[src/hdl/lc4_defs.svh]
`ifndef LC4_DEFS_SVH
`define LC4_DEFS_SVH

// first fetch address after reset
`define LC4_RESET_PC 16'h8200

// opcodes in insn[15:12]
`define LC4_OP_BR    4'b0000
`define LC4_OP_ARITH 4'b0001
`define LC4_OP_LOGIC 4'b0101
`define LC4_OP_LDR   4'b0110
`define LC4_OP_STR   4'b0111
`define LC4_OP_CONST 4'b1001

// subcodes in insn[5:3], insn[5] set on ARITH selects add-immediate
`define LC4_SUB_ADD 3'b000
`define LC4_SUB_SUB 3'b010
`define LC4_SUB_AND 3'b000

// one-hot condition codes
`define LC4_NZP_N 3'b100
`define LC4_NZP_Z 3'b010
`define LC4_NZP_P 3'b001

`endif

[src/hdl/lc4_pkg.sv]
package lc4_pkg;

    // data value or address
    typedef logic [15:0] word_t;

    // register number
    typedef logic [2:0] rsel_t;

    // condition codes, one-hot
    typedef logic [2:0] nzp_t;

    // insn[15:12]
    typedef logic [3:0] opcode_t;

    // trace stall codes, 1 is unused without the second pipe
    typedef enum logic [1:0] {
        STALL_NONE     = 2'd0,
        STALL_FLUSH    = 2'd2,
        STALL_LOAD_USE = 2'd3
    } stall_t;

endpackage

[src/hdl/lc4_if.sv]
`timescale 1ns/1ps

// one pipeline slot between two stages
interface lc4_stage_if;
    import lc4_pkg::*;

    word_t  pc;
    word_t  insn;
    rsel_t  rs;
    rsel_t  rt;
    rsel_t  rd;
    logic   rs_re;
    logic   rt_re;
    logic   rf_we;
    logic   nzp_we;
    logic   is_load;
    logic   is_store;
    logic   is_branch;
    // operands in D->X, result and store data in X->M
    word_t  a;
    word_t  b;
    stall_t stall;

    modport src (
        output pc, insn, rs, rt, rd, rs_re, rt_re, rf_we, nzp_we,
               is_load, is_store, is_branch, a, b, stall
    );
    modport dst (
        input  pc, insn, rs, rt, rd, rs_re, rt_re, rf_we, nzp_we,
               is_load, is_store, is_branch, a, b, stall
    );
endinterface

// writeback bus from W
interface lc4_wb_if;
    import lc4_pkg::*;

    logic  we;
    rsel_t wsel;
    word_t data;
    logic  nzp_we;
    nzp_t  nzp;

    modport src (output we, wsel, data, nzp_we, nzp);
    modport write (input we, wsel, data);
    modport bypass (input we, wsel, data, nzp_we, nzp);
endinterface

[src/hdl/lc4_core.sv]
`timescale 1ns/1ps

module lc4_core (
    input  logic                gwe,
    input  logic                i_rst_n,
    output lc4_pkg::word_t      o_imem_addr,
    input  lc4_pkg::word_t      i_imem_data,
    output lc4_pkg::word_t      o_dmem_addr,
    output logic                o_dmem_we,
    output lc4_pkg::word_t      o_dmem_wdata,
    input  lc4_pkg::word_t      i_dmem_rdata,
    output lc4_pkg::stall_t     o_trace_stall,
    output lc4_pkg::word_t      o_trace_pc,
    output lc4_pkg::word_t      o_trace_insn,
    output logic                o_trace_rf_we,
    output lc4_pkg::rsel_t      o_trace_rf_wsel,
    output lc4_pkg::word_t      o_trace_rf_data
);
    import lc4_pkg::*;

    rsel_t rs_sel;
    rsel_t rt_sel;
    word_t rs_data;
    word_t rt_data;

    // branch redirect and load hazard info from X
    logic  redirect;
    word_t target;
    logic  x_load;
    rsel_t x_rd;

    // MX bypass from M
    logic  m_fwd_en;
    rsel_t m_rd;
    word_t m_value;
    logic  m_nzp_en;
    nzp_t  m_nzp;

    lc4_stage_if dx ();
    lc4_stage_if xm ();
    lc4_wb_if    wb ();

    lc4_fetch_decode u_fetch_decode (
        .gwe         (gwe),
        .i_rst_n     (i_rst_n),
        .o_imem_addr (o_imem_addr),
        .i_imem_data (i_imem_data),
        .i_redirect  (redirect),
        .i_target    (target),
        .i_x_load    (x_load),
        .i_x_rd      (x_rd),
        .o_rs_sel    (rs_sel),
        .o_rt_sel    (rt_sel),
        .i_rs_data   (rs_data),
        .i_rt_data   (rt_data),
        .dx          (dx.src)
    );

    lc4_regfile u_regfile (
        .gwe       (gwe),
        .i_rst_n   (i_rst_n),
        .i_rs_sel  (rs_sel),
        .i_rt_sel  (rt_sel),
        .o_rs_data (rs_data),
        .o_rt_data (rt_data),
        .wb        (wb.write)
    );

    lc4_execute u_execute (
        .gwe        (gwe),
        .i_rst_n    (i_rst_n),
        .dx         (dx.dst),
        .xm         (xm.src),
        .wb         (wb.bypass),
        .i_m_fwd_en (m_fwd_en),
        .i_m_rd     (m_rd),
        .i_m_value  (m_value),
        .i_m_nzp_en (m_nzp_en),
        .i_m_nzp    (m_nzp),
        .o_redirect (redirect),
        .o_target   (target),
        .o_x_load   (x_load),
        .o_x_rd     (x_rd)
    );

    lc4_memory_wb u_memory_wb (
        .gwe             (gwe),
        .i_rst_n         (i_rst_n),
        .xm              (xm.dst),
        .o_dmem_addr     (o_dmem_addr),
        .o_dmem_we       (o_dmem_we),
        .o_dmem_wdata    (o_dmem_wdata),
        .i_dmem_rdata    (i_dmem_rdata),
        .wb              (wb.src),
        .o_m_fwd_en      (m_fwd_en),
        .o_m_rd          (m_rd),
        .o_m_value       (m_value),
        .o_m_nzp_en      (m_nzp_en),
        .o_m_nzp         (m_nzp),
        .o_trace_stall   (o_trace_stall),
        .o_trace_pc      (o_trace_pc),
        .o_trace_insn    (o_trace_insn),
        .o_trace_rf_we   (o_trace_rf_we),
        .o_trace_rf_wsel (o_trace_rf_wsel),
        .o_trace_rf_data (o_trace_rf_data)
    );

endmodule

[src/hdl/lc4_execute.sv]
`timescale 1ns/1ps
`include "lc4_defs.svh"

module lc4_execute (
    input  logic           gwe,
    input  logic           i_rst_n,
    lc4_stage_if.dst       dx,
    lc4_stage_if.src       xm,
    lc4_wb_if.bypass       wb,
    input  logic           i_m_fwd_en,
    input  lc4_pkg::rsel_t i_m_rd,
    input  lc4_pkg::word_t i_m_value,
    input  logic           i_m_nzp_en,
    input  lc4_pkg::nzp_t  i_m_nzp,
    output logic           o_redirect,
    output lc4_pkg::word_t o_target,
    output logic           o_x_load,
    output lc4_pkg::rsel_t o_x_rd
);
    import lc4_pkg::*;

    word_t   x_pc;
    word_t   x_insn;
    rsel_t   x_rs;
    rsel_t   x_rt;
    rsel_t   x_rd;
    word_t   x_a;
    word_t   x_b;
    logic    x_rs_re;
    logic    x_rt_re;
    logic    x_rf_we;
    logic    x_nzp_we;
    logic    x_is_load;
    logic    x_is_store;
    logic    x_is_branch;
    stall_t  x_stall;
    nzp_t    nzp_q;
    nzp_t    cur_nzp;
    opcode_t opcode;
    word_t   rs_val;
    word_t   rt_val;
    word_t   imm5;
    word_t   imm6;
    word_t   imm9;
    word_t   result;

    always_ff @(posedge gwe) begin
        if (!i_rst_n) begin
            x_stall     <= STALL_FLUSH;
            x_rs_re     <= 1'b0;
            x_rt_re     <= 1'b0;
            x_rf_we     <= 1'b0;
            x_nzp_we    <= 1'b0;
            x_is_load   <= 1'b0;
            x_is_store  <= 1'b0;
            x_is_branch <= 1'b0;
        end else begin
            x_stall     <= dx.stall;
            x_rs_re     <= dx.rs_re;
            x_rt_re     <= dx.rt_re;
            x_rf_we     <= dx.rf_we;
            x_nzp_we    <= dx.nzp_we;
            x_is_load   <= dx.is_load;
            x_is_store  <= dx.is_store;
            x_is_branch <= dx.is_branch;
        end
    end

    always_ff @(posedge gwe) begin
        x_pc   <= dx.pc;
        x_insn <= dx.insn;
        x_rs   <= dx.rs;
        x_rt   <= dx.rt;
        x_rd   <= dx.rd;
        x_a    <= dx.a;
        x_b    <= dx.b;
    end

    always_ff @(posedge gwe) begin
        if (!i_rst_n) begin
            nzp_q <= `LC4_NZP_Z;
        end else if (wb.nzp_we) begin
            nzp_q <= wb.nzp;
        end
    end

    // MX first, then WX, then the value read in D
    assign rs_val = (i_m_fwd_en && i_m_rd == x_rs) ? i_m_value :
                    (wb.we && wb.wsel == x_rs)     ? wb.data :
                    x_a;
    assign rt_val = (i_m_fwd_en && i_m_rd == x_rt) ? i_m_value :
                    (wb.we && wb.wsel == x_rt)     ? wb.data :
                    x_b;

    assign opcode = x_insn[15:12];
    assign imm5   = {{11{x_insn[4]}}, x_insn[4:0]};
    assign imm6   = {{10{x_insn[5]}}, x_insn[5:0]};
    assign imm9   = {{7{x_insn[8]}}, x_insn[8:0]};

    always_comb begin
        case (opcode)
            `LC4_OP_ARITH: begin
                if (x_insn[5]) begin
                    result = rs_val + imm5;
                end else if (x_insn[5:3] == `LC4_SUB_SUB) begin
                    result = rs_val - rt_val;
                end else begin
                    result = rs_val + rt_val;
                end
            end
            `LC4_OP_LOGIC: result = rs_val & rt_val;
            `LC4_OP_LDR,
            `LC4_OP_STR:   result = rs_val + imm6;
            `LC4_OP_CONST: result = imm9;
            default:       result = '0;
        endcase
    end

    // a load in M never reaches here as a branch source, it stalls the branch in D
    assign cur_nzp = i_m_nzp_en ? i_m_nzp :
                     wb.nzp_we  ? wb.nzp :
                     nzp_q;

    assign o_redirect = x_is_branch && |(x_insn[11:9] & cur_nzp);
    assign o_target   = x_pc + 16'd1 + imm9;
    assign o_x_load   = x_is_load;
    assign o_x_rd     = x_rd;

    assign xm.pc        = x_pc;
    assign xm.insn      = x_insn;
    assign xm.rs        = x_rs;
    assign xm.rt        = x_rt;
    assign xm.rd        = x_rd;
    assign xm.rs_re     = x_rs_re;
    assign xm.rt_re     = x_rt_re;
    assign xm.rf_we     = x_rf_we;
    assign xm.nzp_we    = x_nzp_we;
    assign xm.is_load   = x_is_load;
    assign xm.is_store  = x_is_store;
    assign xm.is_branch = x_is_branch;
    assign xm.a         = result;
    assign xm.b         = rt_val;
    assign xm.stall     = x_stall;

endmodule

[src/hdl/lc4_fetch_decode.sv]
`timescale 1ns/1ps
`include "lc4_defs.svh"

module lc4_fetch_decode (
    input  logic           gwe,
    input  logic           i_rst_n,
    output lc4_pkg::word_t o_imem_addr,
    input  lc4_pkg::word_t i_imem_data,
    input  logic           i_redirect,
    input  lc4_pkg::word_t i_target,
    input  logic           i_x_load,
    input  lc4_pkg::rsel_t i_x_rd,
    output lc4_pkg::rsel_t o_rs_sel,
    output lc4_pkg::rsel_t o_rt_sel,
    input  lc4_pkg::word_t i_rs_data,
    input  lc4_pkg::word_t i_rt_data,
    lc4_stage_if.src       dx
);
    import lc4_pkg::*;

    word_t   pc_q;
    word_t   d_pc;
    word_t   d_insn;
    stall_t  d_stall;
    opcode_t opcode;
    logic [2:0] subop;
    rsel_t   rs;
    rsel_t   rt;
    rsel_t   rd;
    logic    rs_re;
    logic    rt_re;
    logic    rf_we;
    logic    nzp_we;
    logic    is_load;
    logic    is_store;
    logic    is_branch;
    logic    load_use;
    logic    slot_ok;

    assign opcode = d_insn[15:12];
    assign subop  = d_insn[5:3];

    // unsupported opcodes and subcodes leave every enable clear
    always_comb begin
        rs        = d_insn[8:6];
        rt        = d_insn[2:0];
        rd        = d_insn[11:9];
        rs_re     = 1'b0;
        rt_re     = 1'b0;
        rf_we     = 1'b0;
        nzp_we    = 1'b0;
        is_load   = 1'b0;
        is_store  = 1'b0;
        is_branch = 1'b0;
        case (opcode)
            `LC4_OP_ARITH: begin
                if (d_insn[5] || subop == `LC4_SUB_ADD || subop == `LC4_SUB_SUB) begin
                    rs_re  = 1'b1;
                    rt_re  = !d_insn[5];
                    rf_we  = 1'b1;
                    nzp_we = 1'b1;
                end
            end
            `LC4_OP_LOGIC: begin
                if (!d_insn[5] && subop == `LC4_SUB_AND) begin
                    rs_re  = 1'b1;
                    rt_re  = 1'b1;
                    rf_we  = 1'b1;
                    nzp_we = 1'b1;
                end
            end
            `LC4_OP_LDR: begin
                rs_re   = 1'b1;
                rf_we   = 1'b1;
                nzp_we  = 1'b1;
                is_load = 1'b1;
            end
            `LC4_OP_STR: begin
                // store data register sits in the rd field
                rt       = d_insn[11:9];
                rs_re    = 1'b1;
                rt_re    = 1'b1;
                is_store = 1'b1;
            end
            `LC4_OP_CONST: begin
                rf_we  = 1'b1;
                nzp_we = 1'b1;
            end
            `LC4_OP_BR: begin
                // an empty mask is the canonical nop
                is_branch = |d_insn[11:9];
            end
            default: ;
        endcase
    end

    // store data (rt) is covered later by the WM bypass
    assign load_use = (d_stall == STALL_NONE) && i_x_load &&
                      ((rs_re && rs == i_x_rd) ||
                       (rt_re && !is_store && rt == i_x_rd) ||
                       is_branch);

    assign slot_ok = (d_stall == STALL_NONE) && !i_redirect && !load_use;

    always_ff @(posedge gwe) begin
        if (!i_rst_n) begin
            pc_q    <= `LC4_RESET_PC;
            d_stall <= STALL_FLUSH;
        end else if (i_redirect) begin
            pc_q    <= i_target;
            d_stall <= STALL_FLUSH;
        end else if (!load_use) begin
            pc_q    <= pc_q + 16'd1;
            d_stall <= STALL_NONE;
        end
    end

    always_ff @(posedge gwe) begin
        if (!load_use) begin
            d_pc   <= pc_q;
            d_insn <= i_imem_data;
        end
    end

    assign o_imem_addr = pc_q;
    assign o_rs_sel    = rs;
    assign o_rt_sel    = rt;

    assign dx.pc        = d_pc;
    assign dx.insn      = d_insn;
    assign dx.rs        = rs;
    assign dx.rt        = rt;
    assign dx.rd        = rd;
    assign dx.rs_re     = rs_re && slot_ok;
    assign dx.rt_re     = rt_re && slot_ok;
    assign dx.rf_we     = rf_we && slot_ok;
    assign dx.nzp_we    = nzp_we && slot_ok;
    assign dx.is_load   = is_load && slot_ok;
    assign dx.is_store  = is_store && slot_ok;
    assign dx.is_branch = is_branch && slot_ok;
    assign dx.a         = i_rs_data;
    assign dx.b         = i_rt_data;
    assign dx.stall     = i_redirect ? STALL_FLUSH :
                          load_use   ? STALL_LOAD_USE :
                          d_stall;

endmodule

[src/hdl/lc4_memory_wb.sv]
`timescale 1ns/1ps
`include "lc4_defs.svh"

module lc4_memory_wb (
    input  logic            gwe,
    input  logic            i_rst_n,
    lc4_stage_if.dst        xm,
    output lc4_pkg::word_t  o_dmem_addr,
    output logic            o_dmem_we,
    output lc4_pkg::word_t  o_dmem_wdata,
    input  lc4_pkg::word_t  i_dmem_rdata,
    lc4_wb_if.src           wb,
    output logic            o_m_fwd_en,
    output lc4_pkg::rsel_t  o_m_rd,
    output lc4_pkg::word_t  o_m_value,
    output logic            o_m_nzp_en,
    output lc4_pkg::nzp_t   o_m_nzp,
    output lc4_pkg::stall_t o_trace_stall,
    output lc4_pkg::word_t  o_trace_pc,
    output lc4_pkg::word_t  o_trace_insn,
    output logic            o_trace_rf_we,
    output lc4_pkg::rsel_t  o_trace_rf_wsel,
    output lc4_pkg::word_t  o_trace_rf_data
);
    import lc4_pkg::*;

    word_t  m_pc;
    word_t  m_insn;
    rsel_t  m_rd;
    rsel_t  m_rt;
    word_t  m_result;
    word_t  m_data;
    logic   m_rt_re;
    logic   m_rf_we;
    logic   m_nzp_we;
    logic   m_is_load;
    logic   m_is_store;
    stall_t m_stall;
    word_t  w_pc;
    word_t  w_insn;
    rsel_t  w_rd;
    word_t  w_result;
    word_t  w_load_data;
    logic   w_rf_we;
    logic   w_nzp_we;
    logic   w_is_load;
    stall_t w_stall;
    word_t  w_value;

    function automatic nzp_t nzp_of(input word_t v);
        if (v[15]) begin
            return `LC4_NZP_N;
        end else if (v == '0) begin
            return `LC4_NZP_Z;
        end
        return `LC4_NZP_P;
    endfunction

    always_ff @(posedge gwe) begin
        if (!i_rst_n) begin
            m_stall    <= STALL_FLUSH;
            m_rt_re    <= 1'b0;
            m_rf_we    <= 1'b0;
            m_nzp_we   <= 1'b0;
            m_is_load  <= 1'b0;
            m_is_store <= 1'b0;
            w_stall    <= STALL_FLUSH;
            w_rf_we    <= 1'b0;
            w_nzp_we   <= 1'b0;
            w_is_load  <= 1'b0;
        end else begin
            m_stall    <= xm.stall;
            m_rt_re    <= xm.rt_re;
            m_rf_we    <= xm.rf_we;
            m_nzp_we   <= xm.nzp_we;
            m_is_load  <= xm.is_load;
            m_is_store <= xm.is_store;
            w_stall    <= m_stall;
            w_rf_we    <= m_rf_we;
            w_nzp_we   <= m_nzp_we;
            w_is_load  <= m_is_load;
        end
    end

    always_ff @(posedge gwe) begin
        m_pc        <= xm.pc;
        m_insn      <= xm.insn;
        m_rd        <= xm.rd;
        m_rt        <= xm.rt;
        m_result    <= xm.a;
        m_data      <= xm.b;
        w_pc        <= m_pc;
        w_insn      <= m_insn;
        w_rd        <= m_rd;
        w_result    <= m_result;
        w_load_data <= i_dmem_rdata;
    end

    assign w_value = w_is_load ? w_load_data : w_result;

    assign o_dmem_addr  = m_result;
    assign o_dmem_we    = m_is_store;
    // WM bypass covers a store right behind the load of its data
    assign o_dmem_wdata = (m_is_store && m_rt_re && w_rf_we && w_rd == m_rt) ? w_value : m_data;

    // loaded data is not ready in M, so loads are kept off the MX path
    assign o_m_fwd_en = m_rf_we && !m_is_load;
    assign o_m_rd     = m_rd;
    assign o_m_value  = m_result;
    assign o_m_nzp_en = m_nzp_we && !m_is_load;
    assign o_m_nzp    = nzp_of(m_result);

    assign wb.we     = w_rf_we;
    assign wb.wsel   = w_rd;
    assign wb.data   = w_value;
    assign wb.nzp_we = w_nzp_we;
    assign wb.nzp    = nzp_of(w_value);

    assign o_trace_stall   = w_stall;
    assign o_trace_pc      = w_pc;
    assign o_trace_insn    = w_insn;
    assign o_trace_rf_we   = w_rf_we;
    assign o_trace_rf_wsel = w_rd;
    assign o_trace_rf_data = w_value;

endmodule

[src/hdl/lc4_regfile.sv]
`timescale 1ns/1ps

module lc4_regfile (
    input  logic           gwe,
    input  logic           i_rst_n,
    input  lc4_pkg::rsel_t i_rs_sel,
    input  lc4_pkg::rsel_t i_rt_sel,
    output lc4_pkg::word_t o_rs_data,
    output lc4_pkg::word_t o_rt_data,
    lc4_wb_if.write        wb
);
    import lc4_pkg::*;

    word_t regs [8];

    always_ff @(posedge gwe) begin
        if (!i_rst_n) begin
            for (int i = 0; i < 8; i++) begin
                regs[i] <= '0;
            end
        end else if (wb.we) begin
            regs[wb.wsel] <= wb.data;
        end
    end

    // write-through so D sees the value retiring this cycle
    assign o_rs_data = (wb.we && wb.wsel == i_rs_sel) ? wb.data : regs[i_rs_sel];
    assign o_rt_data = (wb.we && wb.wsel == i_rt_sel) ? wb.data : regs[i_rt_sel];

endmodule

[config.mk]
export PLATFORM = sky130hd
export DESIGN_NAME = lc4_core
export DESIGN_NICKNAME = d
export VERILOG_FILES = /design/src/hdl/lc4_pkg.sv /design/src/hdl/lc4_if.sv /design/src/hdl/lc4_core.sv /design/src/hdl/lc4_execute.sv /design/src/hdl/lc4_fetch_decode.sv /design/src/hdl/lc4_memory_wb.sv /design/src/hdl/lc4_regfile.sv
export VERILOG_INCLUDE_DIRS = /design/src /design/src/hdl
export SDC_FILE = /design/constraint.sdc
export NUM_CORES = 1
export LEC_CHECK = 0
export BUFFER_PORTS_ARGS = -buffer_cell sky130_fd_sc_hd__buf_2
export CAP_MARGIN = 20
export CELL_PAD_IN_SITES_DETAIL_PLACEMENT = 2
export CELL_PAD_IN_SITES_GLOBAL_PLACEMENT = 2
export CORE_UTILIZATION = 42
export CTS_CLUSTER_DIAMETER = 60
export DETAILED_ROUTE_END_ITERATION = 7
export PLACE_DENSITY_LB_ADDON = 0.15
export SLEW_MARGIN = 20
export SYNTH_ARGS = -nofsm -noshare
export SYNTH_HDL_FRONTEND = slang
export SYNTH_SLANG_ARGS = --single-unit
[constraint.sdc]
create_clock -name gwe -period 12.9 [get_ports gwe]
set_clock_uncertainty 0.15 [all_clocks]
set_input_delay 2.58 -clock gwe [delete_from_list [all_inputs] [get_ports gwe]]
set_output_delay 2.58 -clock gwe [all_outputs]
set_load 0.02 [all_outputs]
==> results_dict.tcl <==
set metrics [dict create \
    syn_inst 1692 \
    synthTopCellsByArea "edfxtp_1 (27%), dfxtp_1 (27%), nor2_1 (5.1%)" \
    critPathCaptureType "register" \
    cts_made_buffers 45 \
    required_ps 13220 \
    relSlewSlack_pct 25.2 \
    clk_pin_slew_ps 60 \
    cts_root_buffer "clkbuf_16" \
    final.setup.tns_ps 0 \
    outcome "complete, but fails checks" \
    gp_congestion 0.839 \
    grt_max_degree 67 \
    powerDensity_mw_per_mm2 157 \
    synthArstFlopShare_pct 0 \
    placed_area_mm2 0.0188 \
    start_util_pct 42.8 \
    synth_edf_count 160 \
    yosys_register_bits 398 \
    worstMarginPinSlew_ps 1120 \
    area_growth_pct 15.5 \
    fmax_ghz 0.137 \
    critPathMaxFanout 31 \
    synth_ff_type "dfxtp_1" \
    htree_levels 2 \
    grt_pass1_vias 15000 \
    largest-register "u_regfile.regs" \
    hpwl_um 41200 \
    drtIter0Drc 806 \
    largest_reg_flops 128 \
    worstHoldPathType "register to register" \
    yosysTopAreaCellShare_pct 27.4 \
    rr_worst_depth 23 \
    hold-path-cell-count 0 \
    ant_nets 0 \
    grt_usage_pct 29.2 \
    irDropWorstVdd_uv 110 \
    n_antenna_cell 0 \
    cts.sinks 398 \
    rsz0062_at_grt "no" \
    cap_viol_max_count 0 \
    io-pin-count 137 \
    drt_pre_antenna_iters 7 \
    syn_area_per_cell_um2 10.4 \
    violations "DRC" \
    dieHeight_um 206 \
    postCtsSetupRepairBufs 0 \
    nets 1883 \
    clk_path_buf_depth 3 \
    core_mm2 0.0410 \
    ys_types 78 \
    die_w_um 206 \
    startpoint "u_memory_wb.o_trace_insn[10]" \
    num_vias 13600 \
    routed_wl_um 61400 \
    ys_warn_count 0 \
    min-delay-start "u_memory_wb.m_pc[8]" \
    cts_tree "done" \
    routedWlPerCell_um 25.8 \
    arrival_ps 7620 \
    p_leak_nw 8.14 \
    hold_slack_ps 168 \
    route.detailed.drc 17 \
    hold_viol 0 \
    synth_area_mm2 0.0175 \
    layout_common_cells "nor2_1 (240), dfxtp_1 (237), nand2_1 (219)" \
    finalMaxSlewViolations 0 \
    fillerInstances 4217 \
    portBuffers 136 \
    setup.worst_path.class "register to register" \
    yosysSeqAreaShare_pct 54.5 \
    synth_top_area_cell "edfxtp_1" \
    final_layout_size_suffix_gt1_share_pct 17.4 \
    setup_viol 0 \
    grt_overflow_total 0 \
    r2r_start "u_memory_wb.o_trace_insn[10]" \
    reg2reg_slack_ps 5600 \
    ctsHoldBuffers 0 \
    cts_resized 0 \
    final_common_cell "nor2_1" \
    grt_pass1_wl_um 92100 \
    start_kind "register" \
    viasPerCell 5.72 \
    antenna_found_initial 1 \
    rows 74 \
    syn_nets 1762 \
    die_area_mm2 0.0426 \
    clock_latency_ps 590 \
    post-route-min-period_ps 7300 \
    final_area_mm2 0.0203 \
    post-route-period-util_pct 56.6 \
]
## synth_stat cells (9+ instances only)
cell type	n
a211oi_1	13
a21oi_1	99
a311oi_1	32
a31oi_1	12
and3_1	21
buf_1	9
buf_6	9
clkbuf_1	80
dfxtp_1	238
edfxtp_1	160
ha_1	34
inv_1	52
mux2i_1	51
mux4_2	32
nand2_1	219
nand3_1	54
nor2_1	240
nor3_1	16
nor4_1	10
o21ai_0	58
o21bai_1	9
xnor2_1	63
xor2_1	29
## path summary, 6_finish.rpt
check	end
worst max-delay path	u_memory_wb.o_dmem_addr[15]
worst min-delay path	u_memory_wb.o_trace_pc[8]
worst max register to register	u_memory_wb.o_dmem_addr[15]
worst min register to register	u_memory_wb.o_trace_pc[8]
## cells by family after synthesis
family | after synthesis | synth area share (%)
AND/OR/NAND/NOR | 623 | 15.7
flip-flops | 398 | 54.5
multiplexers | 90 | 7.55
AO/OA/AOI/OAI | 290 | 10.6
adder cells (fa/ha/maj) | 36 | 2.65
XOR/XNOR | 96 | 5.01
buffers and inverters | 159 | 3.96
## metrics by stage
| stage | power [W] | cells | util (%) | setup WS [ps] |
|---|---|---|---|---|
| finish | 0.00319 | 2380 | 49.4 | 5600 |
| global route | 0.00330 | 2380 | 49.4 | 5170 |
| CTS | 0.00321 | 2380 | 49.4 | 5480 |
| detailed placement | 0.00192 | 2298 | 45.8 | 5540 |
| global placement | 0.00189 | 2298 | 45.8 | 5970 |
| floorplan | 0.00174 | 1692 | - | 6800 |
## final cells by class
class                   instances  area [µm²]  area share, %
well taps                     532         666           3.29
clock buffers                  64        1300           6.43
multi-input cells            1135        7340           36.2
inverters                      53         199          0.982
flip-flops and latches        398        9570           47.2
clock inverters                18         169          0.834
repair buffers                180        1010           4.99
## per-layer routing
| layer | global-route usage [%] | part of all wire [%] | vias up |
|---|---|---|---|
| li1 | - | - | 6188 |
| met1 | 38.8 | 44 | 6974 |
| met2 | 49.0 | 49 | 342 |
| met3 | 3.41 | 4.2 | 116 |
| met4 | 9.93 | 2.9 | 0 |
| met5 | 0.476 | 0 | - |
## worst max-delay path: stages (launching register included)
cell       delay (ps)
dfxtp_1           700
xnor2_2           190
nand4_4           490
a21oi_1           330
nor2_1             70
a21oi_1           490
ha_1              340
nor3b_1           210
nand2_1            90
o21ai_2           190
a31oi_1           160
xnor2_1           330
o2111ai_1         220
or3_1             450
or4_1             510
o211ai_1          130
xnor2_1           140
o21ai_0           100
ha_1              310
a2111o_1          430
a41oi_1           310
o21ai_0           170
xor3_1            370
a211o_1           300
## power breakdown
| part | internal, W | total, W | switching (W) |
|---|---|---|---|
| sequential | 0.00137 | 0.00143 | 0.0000588 |
| combinational | 0.000165 | 0.000464 | 0.000299 |
| clock | 0.000747 | 0.00129 | 0.000543 |
Note: power is estimated with default switching activity, not from simulation.
